===== config.mk =====
export PLATFORM = sky130hd
export DESIGN_NAME = bouncy_ball_top
export DESIGN_NICKNAME = d
export VERILOG_FILES = /design/src/common/bouncy_pkg.sv /design/src/common/motion_if.sv /design/src/logic/bouncy_ball_top.sv /design/src/logic/object_motion.sv /design/src/logic/pixel_plotter.sv /design/src/logic/frame_sequencer.sv
export SDC_FILE = /design/constraint.sdc
export NUM_CORES = 1
export LEC_CHECK = 0
export ABC_CLOCK_PERIOD_IN_PS = 8800
export BUFFER_PORTS_ARGS = -buffer_cell sky130_fd_sc_hd__buf_2
export CELL_PAD_IN_SITES_DETAIL_PLACEMENT = 1
export CELL_PAD_IN_SITES_GLOBAL_PLACEMENT = 1
export CORE_UTILIZATION = 51
export CTS_BUF_LIST = sky130_fd_sc_hd__clkbuf_16
export CTS_CLUSTER_DIAMETER = 150
export DETAILED_ROUTE_END_ITERATION = 12
export HOLD_SLACK_MARGIN = 0.03
export MAX_ROUTING_LAYER = met4
export PLACE_DENSITY = 0.83
export SYNTH_ARGS = -nofsm -noshare
export SYNTH_HDL_FRONTEND = slang
export SYNTH_SLANG_ARGS = --single-unit

===== constraint.sdc =====
create_clock -name clk -period 8.8 [get_ports clk]
set_clock_uncertainty 0.1 [all_clocks]
set_input_delay 1.76 -clock clk [delete_from_list [all_inputs] [get_ports clk]]
set_output_delay 1.76 -clock clk [all_outputs]
set_load 0.05 [all_outputs]

===== src/common/bouncy_pkg.sv =====
`default_nettype none

package bouncy_pkg;

    // Screen coordinates, sized for a 160x120 plotter
    typedef logic [7:0] pos_x_t;
    typedef logic [6:0] pos_y_t;

    // One bit each of red, green and blue
    typedef logic [2:0] colour_t;

    localparam colour_t COLOUR_BACKGROUND = 3'b000;
    localparam colour_t COLOUR_BALL       = 3'b111;
    localparam colour_t COLOUR_PADDLE     = 3'b011;

    // Ball is a 4x4 box with the corners knocked off
    localparam int BALL_SIZE   = 4;
    localparam int BALL_PIXELS = 12;

    localparam int PADDLE_ROWS = 2;

    // What the raster step in this cycle paints
    typedef enum logic [1:0] {
        phase_none,
        phase_background,
        phase_ball,
        phase_paddle
    } draw_phase_t;

    // Screen y grows downwards, so "up" decrements y
    typedef enum logic [1:0] {
        dir_up_right,
        dir_down_right,
        dir_down_left,
        dir_up_left
    } ball_dir_t;

    typedef struct packed {
        pos_x_t ball_x;
        pos_y_t ball_y;
        pos_x_t paddle_x;
    } playfield_t;

endpackage

`default_nettype wire

===== src/common/motion_if.sv =====
`timescale 1ns/1ps
`default_nettype none

// Physics step strobes from the frame FSM, contact answer back
interface motion_if;
    logic reset_objects;
    logic check_contact;
    logic bounce;
    logic move;
    logic touching;

    modport sequencer (
        output reset_objects, check_contact, bounce, move,
        input  touching
    );

    modport mover (
        input  reset_objects, check_contact, bounce, move,
        output touching
    );
endinterface

`default_nettype wire


===== src/logic/bouncy_ball_top.sv =====
`timescale 1ns/1ps
`default_nettype none

module bouncy_ball_top import bouncy_pkg::*; #(
    parameter int SCREEN_WIDTH  = 160,
    parameter int SCREEN_HEIGHT = 120,
    parameter int PADDLE_WIDTH  = 18,
    parameter int WAIT_CYCLES   = 12500000
) (
    input  logic    clk,
    input  logic    resetn,
    input  logic    left_key,
    input  logic    right_key,
    input  logic    go,
    output logic    plot,
    output pos_x_t  x,
    output pos_y_t  y,
    output colour_t colour
);

    motion_if motion ();

    draw_phase_t               phase;
    logic [$bits(pos_x_t)-1:0] col;
    logic [$bits(pos_y_t)-1:0] row;
    playfield_t                playfield;

    frame_sequencer #(
        .SCREEN_WIDTH  (SCREEN_WIDTH),
        .SCREEN_HEIGHT (SCREEN_HEIGHT),
        .PADDLE_WIDTH  (PADDLE_WIDTH),
        .WAIT_CYCLES   (WAIT_CYCLES)
    ) u_sequencer (
        .clk    (clk),
        .resetn (resetn),
        .go     (go),
        .phase  (phase),
        .col    (col),
        .row    (row),
        .motion (motion.sequencer)
    );

    pixel_plotter #(
        .SCREEN_HEIGHT (SCREEN_HEIGHT)
    ) u_plotter (
        .clk       (clk),
        .resetn    (resetn),
        .phase     (phase),
        .col       (col),
        .row       (row),
        .playfield (playfield),
        .plot      (plot),
        .x         (x),
        .y         (y),
        .colour    (colour)
    );

    object_motion #(
        .SCREEN_WIDTH  (SCREEN_WIDTH),
        .SCREEN_HEIGHT (SCREEN_HEIGHT),
        .PADDLE_WIDTH  (PADDLE_WIDTH)
    ) u_motion (
        .clk       (clk),
        .resetn    (resetn),
        .left_key  (left_key),
        .right_key (right_key),
        .motion    (motion.mover),
        .playfield (playfield)
    );

endmodule

`default_nettype wire


===== src/logic/object_motion.sv =====
`timescale 1ns/1ps
`default_nettype none

module object_motion import bouncy_pkg::*; #(
    parameter int SCREEN_WIDTH  = 160,
    parameter int SCREEN_HEIGHT = 120,
    parameter int PADDLE_WIDTH  = 18
) (
    input  logic       clk,
    input  logic       resetn,
    input  logic       left_key,
    input  logic       right_key,
    motion_if.mover    motion,
    output playfield_t playfield
);

    // Ball box touches the right wall here
    localparam pos_x_t RIGHT_X    = pos_x_t'(SCREEN_WIDTH - BALL_SIZE);
    // Bottom line sits just above the paddle rows
    localparam pos_y_t BOTTOM_Y   = pos_y_t'(SCREEN_HEIGHT - BALL_SIZE - PADDLE_ROWS);
    localparam pos_x_t PADDLE_MAX = pos_x_t'(SCREEN_WIDTH - PADDLE_WIDTH);

    pos_x_t    ball_x;
    pos_y_t    ball_y;
    pos_x_t    paddle_x;
    ball_dir_t dir;

    logic       at_left;
    logic       at_right;
    logic       at_top;
    logic       at_bottom;
    logic       overlap;
    logic       heading_right;
    logic       heading_down;
    logic [8:0] ball_right_edge;
    logic [8:0] paddle_right_edge;

    function automatic ball_dir_t make_dir(input logic right, input logic down);
        case ({right, down})
            2'b10:   return dir_up_right;
            2'b11:   return dir_down_right;
            2'b01:   return dir_down_left;
            default: return dir_up_left;
        endcase
    endfunction

    assign at_left   = (ball_x == '0);
    assign at_right  = (ball_x >= RIGHT_X);
    assign at_top    = (ball_y == '0);
    assign at_bottom = (ball_y == BOTTOM_Y);

    // 9-bit edges so the sums cannot wrap
    assign ball_right_edge   = {1'b0, ball_x} + 9'(BALL_SIZE - 1);
    assign paddle_right_edge = {1'b0, paddle_x} + 9'(PADDLE_WIDTH - 1);
    assign overlap = (ball_right_edge >= {1'b0, paddle_x}) &&
                     ({1'b0, ball_x} <= paddle_right_edge);

    assign heading_right = (dir == dir_up_right) || (dir == dir_down_right);
    assign heading_down  = (dir == dir_down_right) || (dir == dir_down_left);

    always_ff @(posedge clk) begin
        if (!resetn || motion.reset_objects)
            motion.touching <= 1'b0;
        else if (motion.check_contact)
            motion.touching <= at_left || at_top || at_right || (at_bottom && overlap);
    end

    always_ff @(posedge clk) begin
        if (!resetn || motion.reset_objects) begin
            ball_x <= '0;
            ball_y <= '0;
            dir    <= dir_up_right;
        end else if (motion.bounce) begin
            // Each component points away from any wall it touches
            dir <= make_dir(at_left ? 1'b1 : (at_right ? 1'b0 : heading_right),
                            at_top ? 1'b1 : (at_bottom ? 1'b0 : heading_down));
        end else if (motion.move) begin
            if (at_bottom && heading_down && !motion.touching) begin
                // Missed the paddle
                ball_x <= '0;
                ball_y <= '0;
                dir    <= dir_up_right;
            end else begin
                ball_x <= heading_right ? ball_x + 8'd1 : ball_x - 8'd1;
                ball_y <= heading_down ? ball_y + 7'd1 : ball_y - 7'd1;
            end
        end
    end

    // Left key wins when both are held
    always_ff @(posedge clk) begin
        if (!resetn || motion.reset_objects)
            paddle_x <= '0;
        else if (motion.move) begin
            if (left_key && paddle_x != '0)
                paddle_x <= paddle_x - 8'd1;
            else if (right_key && paddle_x < PADDLE_MAX)
                paddle_x <= paddle_x + 8'd1;
        end
    end

    assign playfield = '{ball_x: ball_x, ball_y: ball_y, paddle_x: paddle_x};

endmodule

`default_nettype wire


===== src/logic/pixel_plotter.sv =====
`timescale 1ns/1ps
`default_nettype none

module pixel_plotter import bouncy_pkg::*; #(
    parameter int SCREEN_HEIGHT = 120
) (
    input  logic                      clk,
    input  logic                      resetn,
    input  draw_phase_t               phase,
    input  logic [$bits(pos_x_t)-1:0] col,
    input  logic [$bits(pos_y_t)-1:0] row,
    input  playfield_t                playfield,
    output logic                      plot,
    output pos_x_t                    x,
    output pos_y_t                    y,
    output colour_t                   colour
);

    logic [3:0] ball_idx;
    logic [1:0] ball_dx;
    logic [1:0] ball_dy;

    assign ball_idx = col[3:0];

    // Pixel index to offset in the rounded shape, row by row from the top
    always_comb begin
        if (ball_idx < 4'd2) begin
            ball_dy = 2'd0;
            ball_dx = 2'(ball_idx + 4'd1);
        end else if (ball_idx < 4'd6) begin
            ball_dy = 2'd1;
            ball_dx = 2'(ball_idx - 4'd2);
        end else if (ball_idx < 4'd10) begin
            ball_dy = 2'd2;
            ball_dx = 2'(ball_idx - 4'd6);
        end else begin
            ball_dy = 2'd3;
            ball_dx = 2'(ball_idx - 4'd9);
        end
    end

    always_ff @(posedge clk) begin
        if (!resetn)
            plot <= 1'b0;
        else
            plot <= (phase != phase_none);
    end

    always_ff @(posedge clk) begin
        case (phase)
            phase_ball: begin
                x      <= playfield.ball_x + pos_x_t'(ball_dx);
                y      <= playfield.ball_y + pos_y_t'(ball_dy);
                colour <= COLOUR_BALL;
            end
            // Paddle rows count up from the bottom line of the screen
            phase_paddle: begin
                x      <= playfield.paddle_x + col;
                y      <= pos_y_t'(SCREEN_HEIGHT - 1) - row;
                colour <= COLOUR_PADDLE;
            end
            default: begin
                x      <= col;
                y      <= row;
                colour <= COLOUR_BACKGROUND;
            end
        endcase
    end

endmodule

`default_nettype wire


===== src/logic/frame_sequencer.sv =====
`timescale 1ns/1ps
`default_nettype none

module frame_sequencer import bouncy_pkg::*; #(
    parameter int SCREEN_WIDTH  = 160,
    parameter int SCREEN_HEIGHT = 120,
    parameter int PADDLE_WIDTH  = 18,
    parameter int WAIT_CYCLES   = 12500000
) (
    input  logic                      clk,
    input  logic                      resetn,
    input  logic                      go,
    output draw_phase_t               phase,
    output logic [$bits(pos_x_t)-1:0] col,
    output logic [$bits(pos_y_t)-1:0] row,
    motion_if.sequencer               motion
);

    localparam int COL_W  = $bits(pos_x_t);
    localparam int ROW_W  = $bits(pos_y_t);
    localparam int WAIT_W = $clog2(WAIT_CYCLES + 1);
    // Column counter doubles as the wait counter
    localparam int CNT_W  = (WAIT_W > COL_W) ? WAIT_W : COL_W;

    typedef enum logic [3:0] {
        st_reset,
        st_init,
        st_start_background,
        st_background_row,
        st_background_next_row,
        st_start_ball,
        st_draw_ball,
        st_start_paddle,
        st_paddle_row,
        st_paddle_next_row,
        st_start_wait,
        st_wait,
        st_check,
        st_bounce,
        st_move
    } state_t;

    state_t            state;
    state_t            next_state;
    logic [CNT_W-1:0]  cnt;
    logic [ROW_W-1:0]  row_cnt;
    logic              cnt_clear;
    logic              cnt_inc;
    logic              row_clear;
    logic              row_inc;

    always_comb begin
        next_state = state;
        case (state)
            st_reset:               next_state = st_init;
            st_init:                next_state = st_start_background;
            st_start_background:    next_state = st_background_row;
            st_background_row:
                if (cnt == CNT_W'(SCREEN_WIDTH - 1))
                    next_state = st_background_next_row;
            st_background_next_row:
                next_state = (row_cnt == ROW_W'(SCREEN_HEIGHT - 1)) ?
                             st_start_ball : st_background_row;
            st_start_ball:          next_state = st_draw_ball;
            st_draw_ball:
                if (cnt == CNT_W'(BALL_PIXELS - 1))
                    next_state = st_start_paddle;
            st_start_paddle:        next_state = st_paddle_row;
            st_paddle_row:
                if (cnt == CNT_W'(PADDLE_WIDTH - 1))
                    next_state = st_paddle_next_row;
            st_paddle_next_row:
                next_state = (row_cnt == ROW_W'(PADDLE_ROWS - 1)) ?
                             st_start_wait : st_paddle_row;
            st_start_wait:          next_state = st_wait;
            st_wait:
                if (cnt == CNT_W'(WAIT_CYCLES - 1))
                    next_state = st_check;
            st_check:               next_state = st_bounce;
            // Touching is valid here, one cycle after the check strobe
            st_bounce:
                next_state = motion.touching ? st_move : st_start_background;
            st_move:                next_state = st_start_background;
            default:                next_state = st_reset;
        endcase
        if (go)
            next_state = st_init;
    end

    always_comb begin
        phase                = phase_none;
        cnt_clear            = 1'b0;
        cnt_inc              = 1'b0;
        row_clear            = 1'b0;
        row_inc              = 1'b0;
        motion.reset_objects = 1'b0;
        motion.check_contact = 1'b0;
        motion.bounce        = 1'b0;
        motion.move          = 1'b0;
        case (state)
            st_init: begin
                motion.reset_objects = 1'b1;
                cnt_clear            = 1'b1;
                row_clear            = 1'b1;
            end
            st_start_background, st_start_paddle: begin
                cnt_clear = 1'b1;
                row_clear = 1'b1;
            end
            st_background_row: begin
                phase   = phase_background;
                cnt_inc = 1'b1;
            end
            st_background_next_row, st_paddle_next_row: begin
                cnt_clear = 1'b1;
                row_inc   = 1'b1;
            end
            st_start_ball, st_start_wait:
                cnt_clear = 1'b1;
            st_draw_ball: begin
                phase   = phase_ball;
                cnt_inc = 1'b1;
            end
            st_paddle_row: begin
                phase   = phase_paddle;
                cnt_inc = 1'b1;
            end
            st_wait:
                cnt_inc = 1'b1;
            st_check:
                motion.check_contact = 1'b1;
            // No contact skips straight to the move step
            st_bounce: begin
                motion.bounce = motion.touching;
                motion.move   = !motion.touching;
            end
            st_move:
                motion.move = 1'b1;
            default: ;
        endcase
    end

    always_ff @(posedge clk) begin
        if (!resetn) begin
            state   <= st_reset;
            cnt     <= '0;
            row_cnt <= '0;
        end else begin
            state <= next_state;
            if (cnt_clear)
                cnt <= '0;
            else if (cnt_inc)
                cnt <= cnt + 1'b1;
            if (row_clear)
                row_cnt <= '0;
            else if (row_inc)
                row_cnt <= row_cnt + 1'b1;
        end
    end

    assign col = cnt[COL_W-1:0];
    assign row = row_cnt;

endmodule

`default_nettype wire


======== After elaboration in Yosys (flattened, before gate mapping) ========
Index checks and enable logic that the tools add are counted.
word-level totals
  word-level logic and storage cells ...... 153
  memory bits (read-only) ................. 0
  memories ................................ 0
  RAM bits ................................ 0
  output and inout port bits .............. 19
  bits in latches ......................... 0
  bits in registers ....................... 80
cells by class
  order comparisons ....................... 7
  divide/modulo/power cells ............... 0
  equal/unequal tests ..................... 36
  mux-type cells .......................... 41
  bitwise operators ....................... 2
  add/subtract/negate cells ............... 18
  multiply operators ...................... 0
  reduce and logical (&&, ||, !) cells .... 36
  shifts and indexed selects .............. 0
operators by type and width
  cell                                                                      count
  4-bit one-hot mux with 14 select lines                                    1
  8-bit 2-to-1 mux                                                          4
  4-bit == test (second input constant)                                     7
  24-bit by 1-bit adder with 24-bit output (second input constant)          1
  24-bit == test (second input constant)                                    1
  24-bit by 4-bit == test with 1-bit output (second input constant)         1
  24-bit by 5-bit == test with 1-bit output (second input constant)         1
  24-bit by 8-bit == test with 1-bit output (second input constant)         1
  4-bit 2-to-1 mux                                                          5
  2-bit 2-to-1 mux                                                          9
  8-bit by 1-bit adder with 8-bit output (second input constant)            2
  4-bit by 3-bit == test with 1-bit output (second input constant)          4
  8-bit one-hot mux with 2 select lines                                     1
  8-bit by 1-bit subtractor with 8-bit output (second input constant)       2
  7-bit by 1-bit adder with 7-bit output (second input constant)            2
  7-bit == test (second input constant)                                     2
  7-bit 2-to-1 mux                                                          2
  7-bit one-hot mux with 2 select lines                                     1
  1-bit 2-to-1 mux                                                          13
  3-bit by 2-bit inequality test with 1-bit output (second input constant)  4
  2-bit one-hot mux with 3 select lines                                     2
  2-bit == test (second input constant)                                     5
  2-bit OR reduction                                                        5
  8-bit by 2-bit adder with 9-bit output (second input constant)            1
  39 further kinds                                                          63

======== Depth between registers and ports, before layout ========
Gate-level depths: netlist (run 1).
  word-level depth ........................ 7
  depth in mapped cells ................... 12
  gate-level depth less buffers ........... 12

======== Hierarchy ========
A second synthesis (run 1) with hierarchy kept.
unflattened totals
  cells, all modules ...................... 761
  area total of the unflattened synthesis .. 6,189.7 sq um
by module, submodules not included
  module           area each (sq um)  cells each  sequential area each (sq um)  times used
  object_motion    2,592.5            312         520.5                         1
  frame_sequencer  2,154.6            272         700.7                         1
  pixel_plotter    1,442.6            177         360.3                         1

======== Worst setup path before layout (run 1) ========
No wires, ideal clock.
  kind .................................... input -> register
  start point ............................. input left_key
  end point ............................... register u_motion.paddle_x[7]
  arrival ................................. 3.560 ns
  slack ................................... 5.069 ns
  cell stages on the path ................. 9
  setup time .............................. 0.070 ns
  path through ............................ o21ai_4 > inv_1 > ha_1 > a21oi_1 > o211ai_1 > o41ai_1 > mux2_2 > or3_1 > a21oi_1
on the way
  cells in the longest elaborated chain, start to end .. 3
  elaborated cells between the ends (all ways) .. 4
RTL lines
  element                               line                   text
  from (decl)                           bouncy_ball_top.sv:12  input logic left_key,
  1-bit logical AND *                   object_motion.sv:95    if (left_key && paddle_x != '0)
  2-bit nonzero test (no source line)   --
  2-bit AND reduction (no source line)  --
  to (signal assigned)                  object_motion.sv:96    paddle_x <= paddle_x - 8'd1;
  to (signal assigned)                  object_motion.sv:98    paddle_x <= paddle_x + 8'd1;
  to (decl)                             object_motion.sv:25    pos_x_t paddle_x;
Mark *: on every way between the ends. The rest lies on a longest branch, timed or not.
A chain may end at the register's enable or synchronous reset.

======== Final worst setup path (run 1) ========
Ends and elaborated chain as after synthesis.

==> results by group, run 1 <==
Synth
  • Post-synthesis async set-or-reset flop share: 0%
  • Average cell area after synthesis: 8.13 um^2
  • XOR/XNOR Fraction of Synth Area: 10.2%
  • Post-Syn Area: 0.00566 mm^2
  • Arithmetic-cell share of the synthesized area counting full adders, half adders and majority gates: 15.2%
  • Register bit count reported by yosys: 79
  • Dominant combinational cell family by area after synthesis: simple AND/OR/NAND/NOR gates
  • Fraction of synthesized area in multiplexers: 0.752%
  • Synthesized net count: 766
  • Cell taking the most area after synthesis: sky130_fd_sc_hd__dfxtp_1
  • Main flop type after synthesis: sky130_fd_sc_hd__dfxtp_1
  • Top-area cell type share of the netlist area: 28.0%
  • Portion of the post-synthesis area used by sequential elements: 28.0%
  • Compound-cell area share of the yosys netlist: 18.9%
  • Number of unique standard cell types used by synthesis: 67
  • Yosys Warn Count: 0
  • Number of enable flip-flop cells after synthesis: 0
  • Number of instances in the synthesized netlist: 696
  • Synth area leaders: sky130_fd_sc_hd__dfxtp_1, sky130_fd_sc_hd__ha_1, sky130_fd_sc_hd__xnor2_1
  • Synthesized-area fraction occupied by and/or/nand/nor cells: 21.9%

CTS
  • TritonCTS clock tree: done
  • Post-CTS setup buffer count: 0
  • Number of buffers on the longest clock path: 2
  • Insertion delay of the later-clocked pin in the worst-skew pair: 340 ps
  • Clock transition at the registers of the reported paths: 60 ps
  • Post-cts repair resize count: 0
  • CTS Sinks: 79
  • CTS Root Cell: sky130_fd_sc_hd__clkbuf_16
  • Num CTS Buffers: 9
  • Number of hold buffers added after CTS: 0
  • # H-tree levels: 3

Routing
  • Metal3 WL: 393 um
  • First-pass detailed-route iteration total: 8
  • Max Used Layer: met4
  • Final wirelength: 15300 um
  • Wire length on met1: 6800 um
  • Post-detailed-route via-to-cell ratio: 6.07
  • Remaining number of nets flagged by the antenna check after routing: 0
  • Drt wl/cell: 18.1 um
  • # DRC: 1
  • Amount of wire on met2 after detailed routing: 7760 um
  • Number of violations reported at the end of detailed-routing iteration 0: 285
  • Via count of the routed design: 5131

Global route
  • Combined global-route utilization of all metal layers: 29.2%
  • Remaining global-route overflow: 0
  • Pin count of the biggest net entering global routing: 29
  • Initial antenna violation count: 0
  • Number of global-route vias before repair: 5354
  • Global-route wire length before repair: 25800 um

Floorplan
  • Starting Density: 52.2%
  • Die W: 107 um
  • Placeable core area: 0.0108 mm^2
  • Standard-cell row count: 38
  • Height of the chip: 107 um
  • Die outline area: 0.0115 mm^2
  • IO Count: 24

Pwr
  • Static leakage: 2.44 nW
  • Tot Pwr: 0.000726 W
  • Peak supply drop: 0.0974 mV
  • Total power density per cell area: 119 mW/mm^2

Layout
  • Finished Layout Cells: 845
  • Area growth from synthesis to layout: 7.85%
  • Fraction of final layout cells with drive strength greater than 1: 8.23%
  • Number of nets in the finished design: 770
  • Antenna diode count: 0
  • End-of-flow core utilization: 56.3%
  • Commonest cells after routing, fill and taps aside: sky130_fd_sc_hd__nor2_1, sky130_fd_sc_hd__dfxtp_1, sky130_fd_sc_hd__ha_1, sky130_fd_sc_hd__nand2_1, sky130_fd_sc_hd__a21oi_1

Timing
  • Worst-case headroom to the max-slew limit: 45.0%
  • Final worst hold slack: 428 ps
  • Final number of setup-violating endpoints: 0
  • Final-report hold violation count: 0
  • Highest clock rate: 268 MHz
  • Tightest Pin Transition: 823 ps
  • Share of the clock period used by the worst path: 42.4%
  • Pins over their slew limit: 0
  • Post-layout minimum cycle time: 3730 ps
  • Setup TNS: 0 ps
  • Unrepaired setup endpoints after global routing: no

Flow run
  • Maxcap violations: 0

Worst setup path
  • Startpoint class of the critical path: input port
  • Element type at the critical path end: register
  • CP arrival: 3910 ps
  • Maximum fanout count along the critical path: 7
  • WP data required: 8980 ps
  • CP Class: input port to register

Placement
  • Final weighted congestion of routability-driven global placement: 0.838
  • Placed cell count: 829
  • HPWL after detailed placement: 11400 um
  • Port Buffer Count: 23

Status
  • Outcome: finished, violations left
  • Violations in the final reports: DRC

Hold path
  • Hold crit path type: register to register
-- state kept, by name, indices dropped and copies added (netlist names), 4 cells and up --
signal and flops:
u_sequencer.state 4, u_motion.ball_y 7, u_plotter.y 7, u_motion.paddle_x 8
u_motion.ball_x 8, u_sequencer.cnt 24, u_plotter.x 8, u_sequencer.row 7
-- synthesized netlist by cell type, drive strengths merged (12+ instances only) --
cell,instances
a21oi,47
clkbuf,28
dfxtp,79
ha,59
inv,41
nand2,48
nand3,28
nand4,18
nor2,81
nor3,21
nor4,12
o21ai,37
xnor2,38
xor2,28
-- routing by layer --
layer,GRT usage (%),vias up
met5,-,-
met4,12.5,0
met3,3.69,26
met2,50.7,74
met1,33.8,2538
li1,-,2493
-- cell families (layout without fill, tap and decap cells) --
kind of cell               count (synthesis)  in the layout
AOI/OAI and AO/OA                        160            160
xor gates and xnor gates                  66             66
adders and majority gates                 65             65
buffers and inverters                     73             82
DFF                                       79             79
muxes                                      4              4
and+or+nand+nor                          249            249
-- final timing paths --
path	cells after the start	slack (ps)	from	endpoint
max	10	5070	left_key	u_motion.paddle_x[7]
min	2	430	u_motion.dir[0]	u_motion.dir[0]
min reg2reg	2	430	u_motion.dir[0]	u_motion.dir[0]
max reg2reg	7	5240	u_sequencer.state[1]	u_sequencer.cnt[9]
-- final cells by class --
type	instances	area [um^2]
inverter	41	154
multi-input combinational	544	3790
sequential	79	1580
timing repair buffer	25	130
fill	1353	4740
clock inverter	7	40.0
clock buffer	9	225
tap	140	175
-- power breakdown --
group / total (W) / switching [W] / internal [W] / leakage [nW]
sequential: 0.000363 / 0.00000460 / 0.000359 / 0.637
combinational: 0.0000227 / 0.0000157 / 0.00000699 / 1.67
clock: 0.000340 / 0.000152 / 0.000188 / 0.132
-- stage by stage --
step / worst slack, ps / area (um^2)
floorplan: 5070 / 5660
global placement: 4750 / 5840
detailed placement: 4710 / 5840
CTS: 5070 / 6100
global route: 4900 / 6100
finish: 5070 / 6100
-- worst max-delay path, cell delays in order --
cell                       delay [ps]
sky130_fd_sc_hd__buf_2            110
sky130_fd_sc_hd__o21ai_4           70
sky130_fd_sc_hd__inv_1            160
sky130_fd_sc_hd__ha_1             300
sky130_fd_sc_hd__a21oi_1          190
sky130_fd_sc_hd__o211ai_1         150
sky130_fd_sc_hd__o41ai_1          350
sky130_fd_sc_hd__mux2_2           390
sky130_fd_sc_hd__or3_1            300
sky130_fd_sc_hd__a21oi_1          130
(Power assumes the default switching activity.)
==> run 2: changes to the inputs <==
--- a/config.mk
+++ b/config.mk
@@ -5,17 +5,18 @@
 export SDC_FILE = /design/constraint.sdc
 export NUM_CORES = 1
 export LEC_CHECK = 0
-export ABC_CLOCK_PERIOD_IN_PS = 8800
+export ABC_AREA = 1
+export ABC_CLOCK_PERIOD_IN_PS = 3700
 export BUFFER_PORTS_ARGS = -buffer_cell sky130_fd_sc_hd__buf_2
 export CELL_PAD_IN_SITES_DETAIL_PLACEMENT = 1
 export CELL_PAD_IN_SITES_GLOBAL_PLACEMENT = 1
-export CORE_UTILIZATION = 51
+export CORE_UTILIZATION = 45
 export CTS_BUF_LIST = sky130_fd_sc_hd__clkbuf_16
 export CTS_CLUSTER_DIAMETER = 150
 export DETAILED_ROUTE_END_ITERATION = 12
 export HOLD_SLACK_MARGIN = 0.03
 export MAX_ROUTING_LAYER = met4
-export PLACE_DENSITY = 0.83
+export PLACE_DENSITY = 0.77
 export SYNTH_ARGS = -nofsm -noshare
 export SYNTH_HDL_FRONTEND = slang
 export SYNTH_SLANG_ARGS = --single-unit
==> constraint.sdc (replaced) <==
create_clock -name clk -period 3.7 [get_ports clk]
set_clock_uncertainty 0.1 [all_clocks]
set_input_delay 0.74 -clock clk [delete_from_list [all_inputs] [get_ports clk]]
set_output_delay 0.74 -clock clk [all_outputs]
set_load 0.05 [all_outputs]
==> run 2 against run 1 <==
Against the previous run: the flow now finishes without violations; flip-flop and latch count did not move; cell count is 29% higher; final area is 7.1% higher; register-to-register slack got worse by 4400 ps; routed wire length rose by 21%; critical path depth is 6 higher; sequential share of layout area down 1.7 points; hold slack worse by 58 ps; critical endpoint unchanged; largest power group unchanged.
==> results by group, run 2 <==
Status
  • Outcome: finished, final reports clean

Floorplan
  • Starting Density: 46.7%
  • Placeable core area: 0.0128 mm^2
  • Height of the chip: 117 um
  • Standard-cell row count: 41
  • Die W: 117 um
  • IO Count: 24
  • Die outline area: 0.0138 mm^2

Worst setup path
  • Startpoint class of the critical path: register
  • Element type at the critical path end: register
  • Chain of cells forming the critical path: inv_1, ha_1, nand3_1, o21ai_0, inv_1, ha_1, a21oi_1, nand2_1, nand4_1, nand2_1, nand2_1, nand2_1, nor2_1, nand2_1, nand2_1, nor2_1
  • CP arrival: 3030 ps
  • Delay of the slowest cell on the worst path: 380 ps
  • Maximum fanout count along the critical path: 8
  • WP data required: 3850 ps
  • Family with the most delay on the worst path: simple AND/OR/NAND/NOR gates
  • Worst path bufs/invs: 2
  • CP Class: register to register
  • Most frequent CP cell: sky130_fd_sc_hd__nand2_1
  • Critical Path Slowest Stage Cell: sky130_fd_sc_hd__ha_1

Synth
  • Compound-cell area share of the yosys netlist: 14.9%
  • Synth cell count leaders: sky130_fd_sc_hd__nand2_1, sky130_fd_sc_hd__inv_1, sky130_fd_sc_hd__nor2_1
  • Portion of the post-synthesis area used by sequential elements: 26.4%
  • Fraction of synthesized area in multiplexers: 0%
  • Dominant cell by count in the synthesized netlist: sky130_fd_sc_hd__nand2_1
  • Synthesized net count: 965
  • Post-synthesis async set-or-reset flop share: 0%
  • Average cell area after synthesis: 6.70 um^2
  • Number of instances in the synthesized netlist: 895
  • Main flop type after synthesis: sky130_fd_sc_hd__dfxtp_1
  • Top-area cell type share of the netlist area: 26.4%
  • Yosys Warn Count: 0
  • Post-Syn Area: 0.00599 mm^2
  • Number of enable flip-flop cells after synthesis: 0
  • Synth area leaders: sky130_fd_sc_hd__dfxtp_1, sky130_fd_sc_hd__ha_1, sky130_fd_sc_hd__nand2_1
  • Cell taking the most area after synthesis: sky130_fd_sc_hd__dfxtp_1
  • XOR/XNOR Fraction of Synth Area: 4.09%
  • Number of unique standard cell types used by synthesis: 41
  • Arithmetic-cell share of the synthesized area counting full adders, half adders and majority gates: 14.3%
  • Synthesized-area fraction occupied by and/or/nand/nor cells: 31.5%
  • Register bit count reported by yosys: 79
  • Dominant combinational cell family by area after synthesis: simple AND/OR/NAND/NOR gates

Layout
  • Most common library cell in the layout ignoring fill and taps: sky130_fd_sc_hd__nand2_1
  • Number of nets in the finished design: 987
  • Filler cell count in the final layout: 1765
  • Finished Layout Cells: 1094
  • Area growth from synthesis to layout: 9.00%
  • Commonest cells after routing, fill and taps aside: sky130_fd_sc_hd__nand2_1, sky130_fd_sc_hd__inv_1, sky130_fd_sc_hd__nor2_1, sky130_fd_sc_hd__dfxtp_1, sky130_fd_sc_hd__a21oi_1
  • Max FFs per register: 24
  • Antenna diode count: 0
  • Register with the most flip-flops: u_sequencer.cnt
  • Fraction of final layout cells with drive strength greater than 1: 7.70%

Timing
  • Highest clock rate: 347 MHz
  • Final number of setup-violating endpoints: 0
  • Unrepaired setup endpoints after global routing: no
  • Setup TNS: 0 ps
  • Tightest Pin Transition: 763 ps
  • Pins over their slew limit: 0
  • Post-layout minimum cycle time: 2880 ps
  • Share of the clock period used by the worst path: 78.0%
  • Worst-case headroom to the max-slew limit: 49.0%
  • Final-report hold violation count: 0

CTS
  • Insertion delay of the later-clocked pin in the worst-skew pair: 350 ps
  • Post-CTS setup buffer count: 0
  • Number of hold buffers added after CTS: 0
  • Num CTS Buffers: 9
  • CTS Root Cell: sky130_fd_sc_hd__clkbuf_16
  • TritonCTS clock tree: done
  • Clock transition at the registers of the reported paths: 60 ps
  • # H-tree levels: 3
  • Post-cts repair resize count: 0
  • Number of buffers on the longest clock path: 2
  • CTS Sinks: 79

Routing
  • Post-detailed-route via-to-cell ratio: 5.55
  • Final wirelength: 18500 um
  • First-pass detailed-route iteration total: 4
  • # DRC: 0
  • Via count of the routed design: 6072
  • Number of violations reported at the end of detailed-routing iteration 0: 317
  • Remaining number of nets flagged by the antenna check after routing: 0
  • Drt wl/cell: 16.9 um

Global route
  • Number of global-route vias before repair: 6415
  • Remaining global-route overflow: 0
  • Initial antenna violation count: 0
  • Global-route wire length before repair: 31500 um
  • Pin count of the biggest net entering global routing: 18
  • Combined global-route utilization of all metal layers: 29.5%

Flow run
  • Maxcap violations: 0

Pwr
  • Total power density per cell area: 270 mW/mm^2
  • Peak supply drop: 0.208 mV
  • Static leakage: 2.87 nW

Placement
  • Port Buffer Count: 23
  • Final weighted congestion of routability-driven global placement: 0.906
  • Placed cell count: 1078
  • HPWL after detailed placement: 14700 um

Hold path
  • Hold crit path type: register to register
run 2: area by class of cell:
| type | instances | area, um^2 | share of cell area, % |
|---|---|---|---|
| clock buffer | 9 | 225 | 3.45 |
| clock inverter | 7 | 42.5 | 0.651 |
| inverter | 121 | 454 | 6.95 |
| multi-input combinational | 681 | 3880 | 59.5 |
| sequential | 79 | 1580 | 24.2 |
| tap | 172 | 215 | 3.29 |
| timing repair buffer | 25 | 130 | 1.99 |
run 2: metal layers:
metal	track usage, %	share of wire (%)	wire, um
met1	34.2	45	8240
met2	50.2	50	9200
met3	5.45	2.8	514
met4	11.2	3.0	550
met5	-	0	0
run 2: worst paths after layout:
check                       start                   end  slack, ps  depth (start not counted)
min               u_motion.dir[1]       u_motion.dir[1]        370                          2
max          u_motion.paddle_x[0]  u_motion.paddle_x[7]        820                         16
max reg2reg  u_motion.paddle_x[0]  u_motion.paddle_x[7]        820                         16
min reg2reg       u_motion.dir[1]       u_motion.dir[1]        370                          2
run 2: cell families (layout without fill, tap and decap cells):
family                     Yosys count  after routing
and+or+nand+nor                    425            425
buffers and inverters              135            162
DFF                                 79             79
xor gates and xnor gates            28             28
AOI/OAI and AO/OA                  163            163
adders and majority gates           65             65
run 2: where the power goes:
| group | internal [W] | leakage (nW) | switching (W) |
|---|---|---|---|
| registers | 0.000854 | 0.637 | 0.00000572 |
| logic | 0.0000210 | 2.10 | 0.0000609 |
| clock network | 0.000449 | 0.138 | 0.000374 |
| total | 0.00132 | 2.87 | 0.000441 |
run 2: through the flow:
| step | hold WS, ps | setup slack (ps) | instance area [um^2] | power, W | util (%) |
|---|---|---|---|---|---|
| finish | 371 | 816 | 6530 | 0.00177 | 50.9 |
| global route | 408 | 473 | 6530 | 0.00183 | 50.9 |
| CTS | 372 | 793 | 6530 | 0.00178 | 50.9 |
| detailed placement | 362 | 814 | 6260 | 0.000961 | 48.8 |
| global placement | 352 | 1010 | 6260 | 0.000957 | 48.8 |
| floorplan | 339 | 1230 | 5990 | 0.000936 | - |
run 2: worst reg2reg max path, cell delays in order, from the launching register on:
cell	delay [ps]
sky130_fd_sc_hd__dfxtp_1	370
sky130_fd_sc_hd__inv_1	210
sky130_fd_sc_hd__ha_1	200
sky130_fd_sc_hd__nand3_1	70
sky130_fd_sc_hd__o21ai_0	330
sky130_fd_sc_hd__inv_1	250
sky130_fd_sc_hd__ha_1	380
sky130_fd_sc_hd__a21oi_1	180
sky130_fd_sc_hd__nand2_1	130
sky130_fd_sc_hd__nand4_1	90
sky130_fd_sc_hd__nand2_1	70
sky130_fd_sc_hd__nand2_1	60
sky130_fd_sc_hd__nand2_1	50
sky130_fd_sc_hd__nor2_1	130
sky130_fd_sc_hd__nand2_1	70
sky130_fd_sc_hd__nand2_1	60
sky130_fd_sc_hd__nor2_1	40
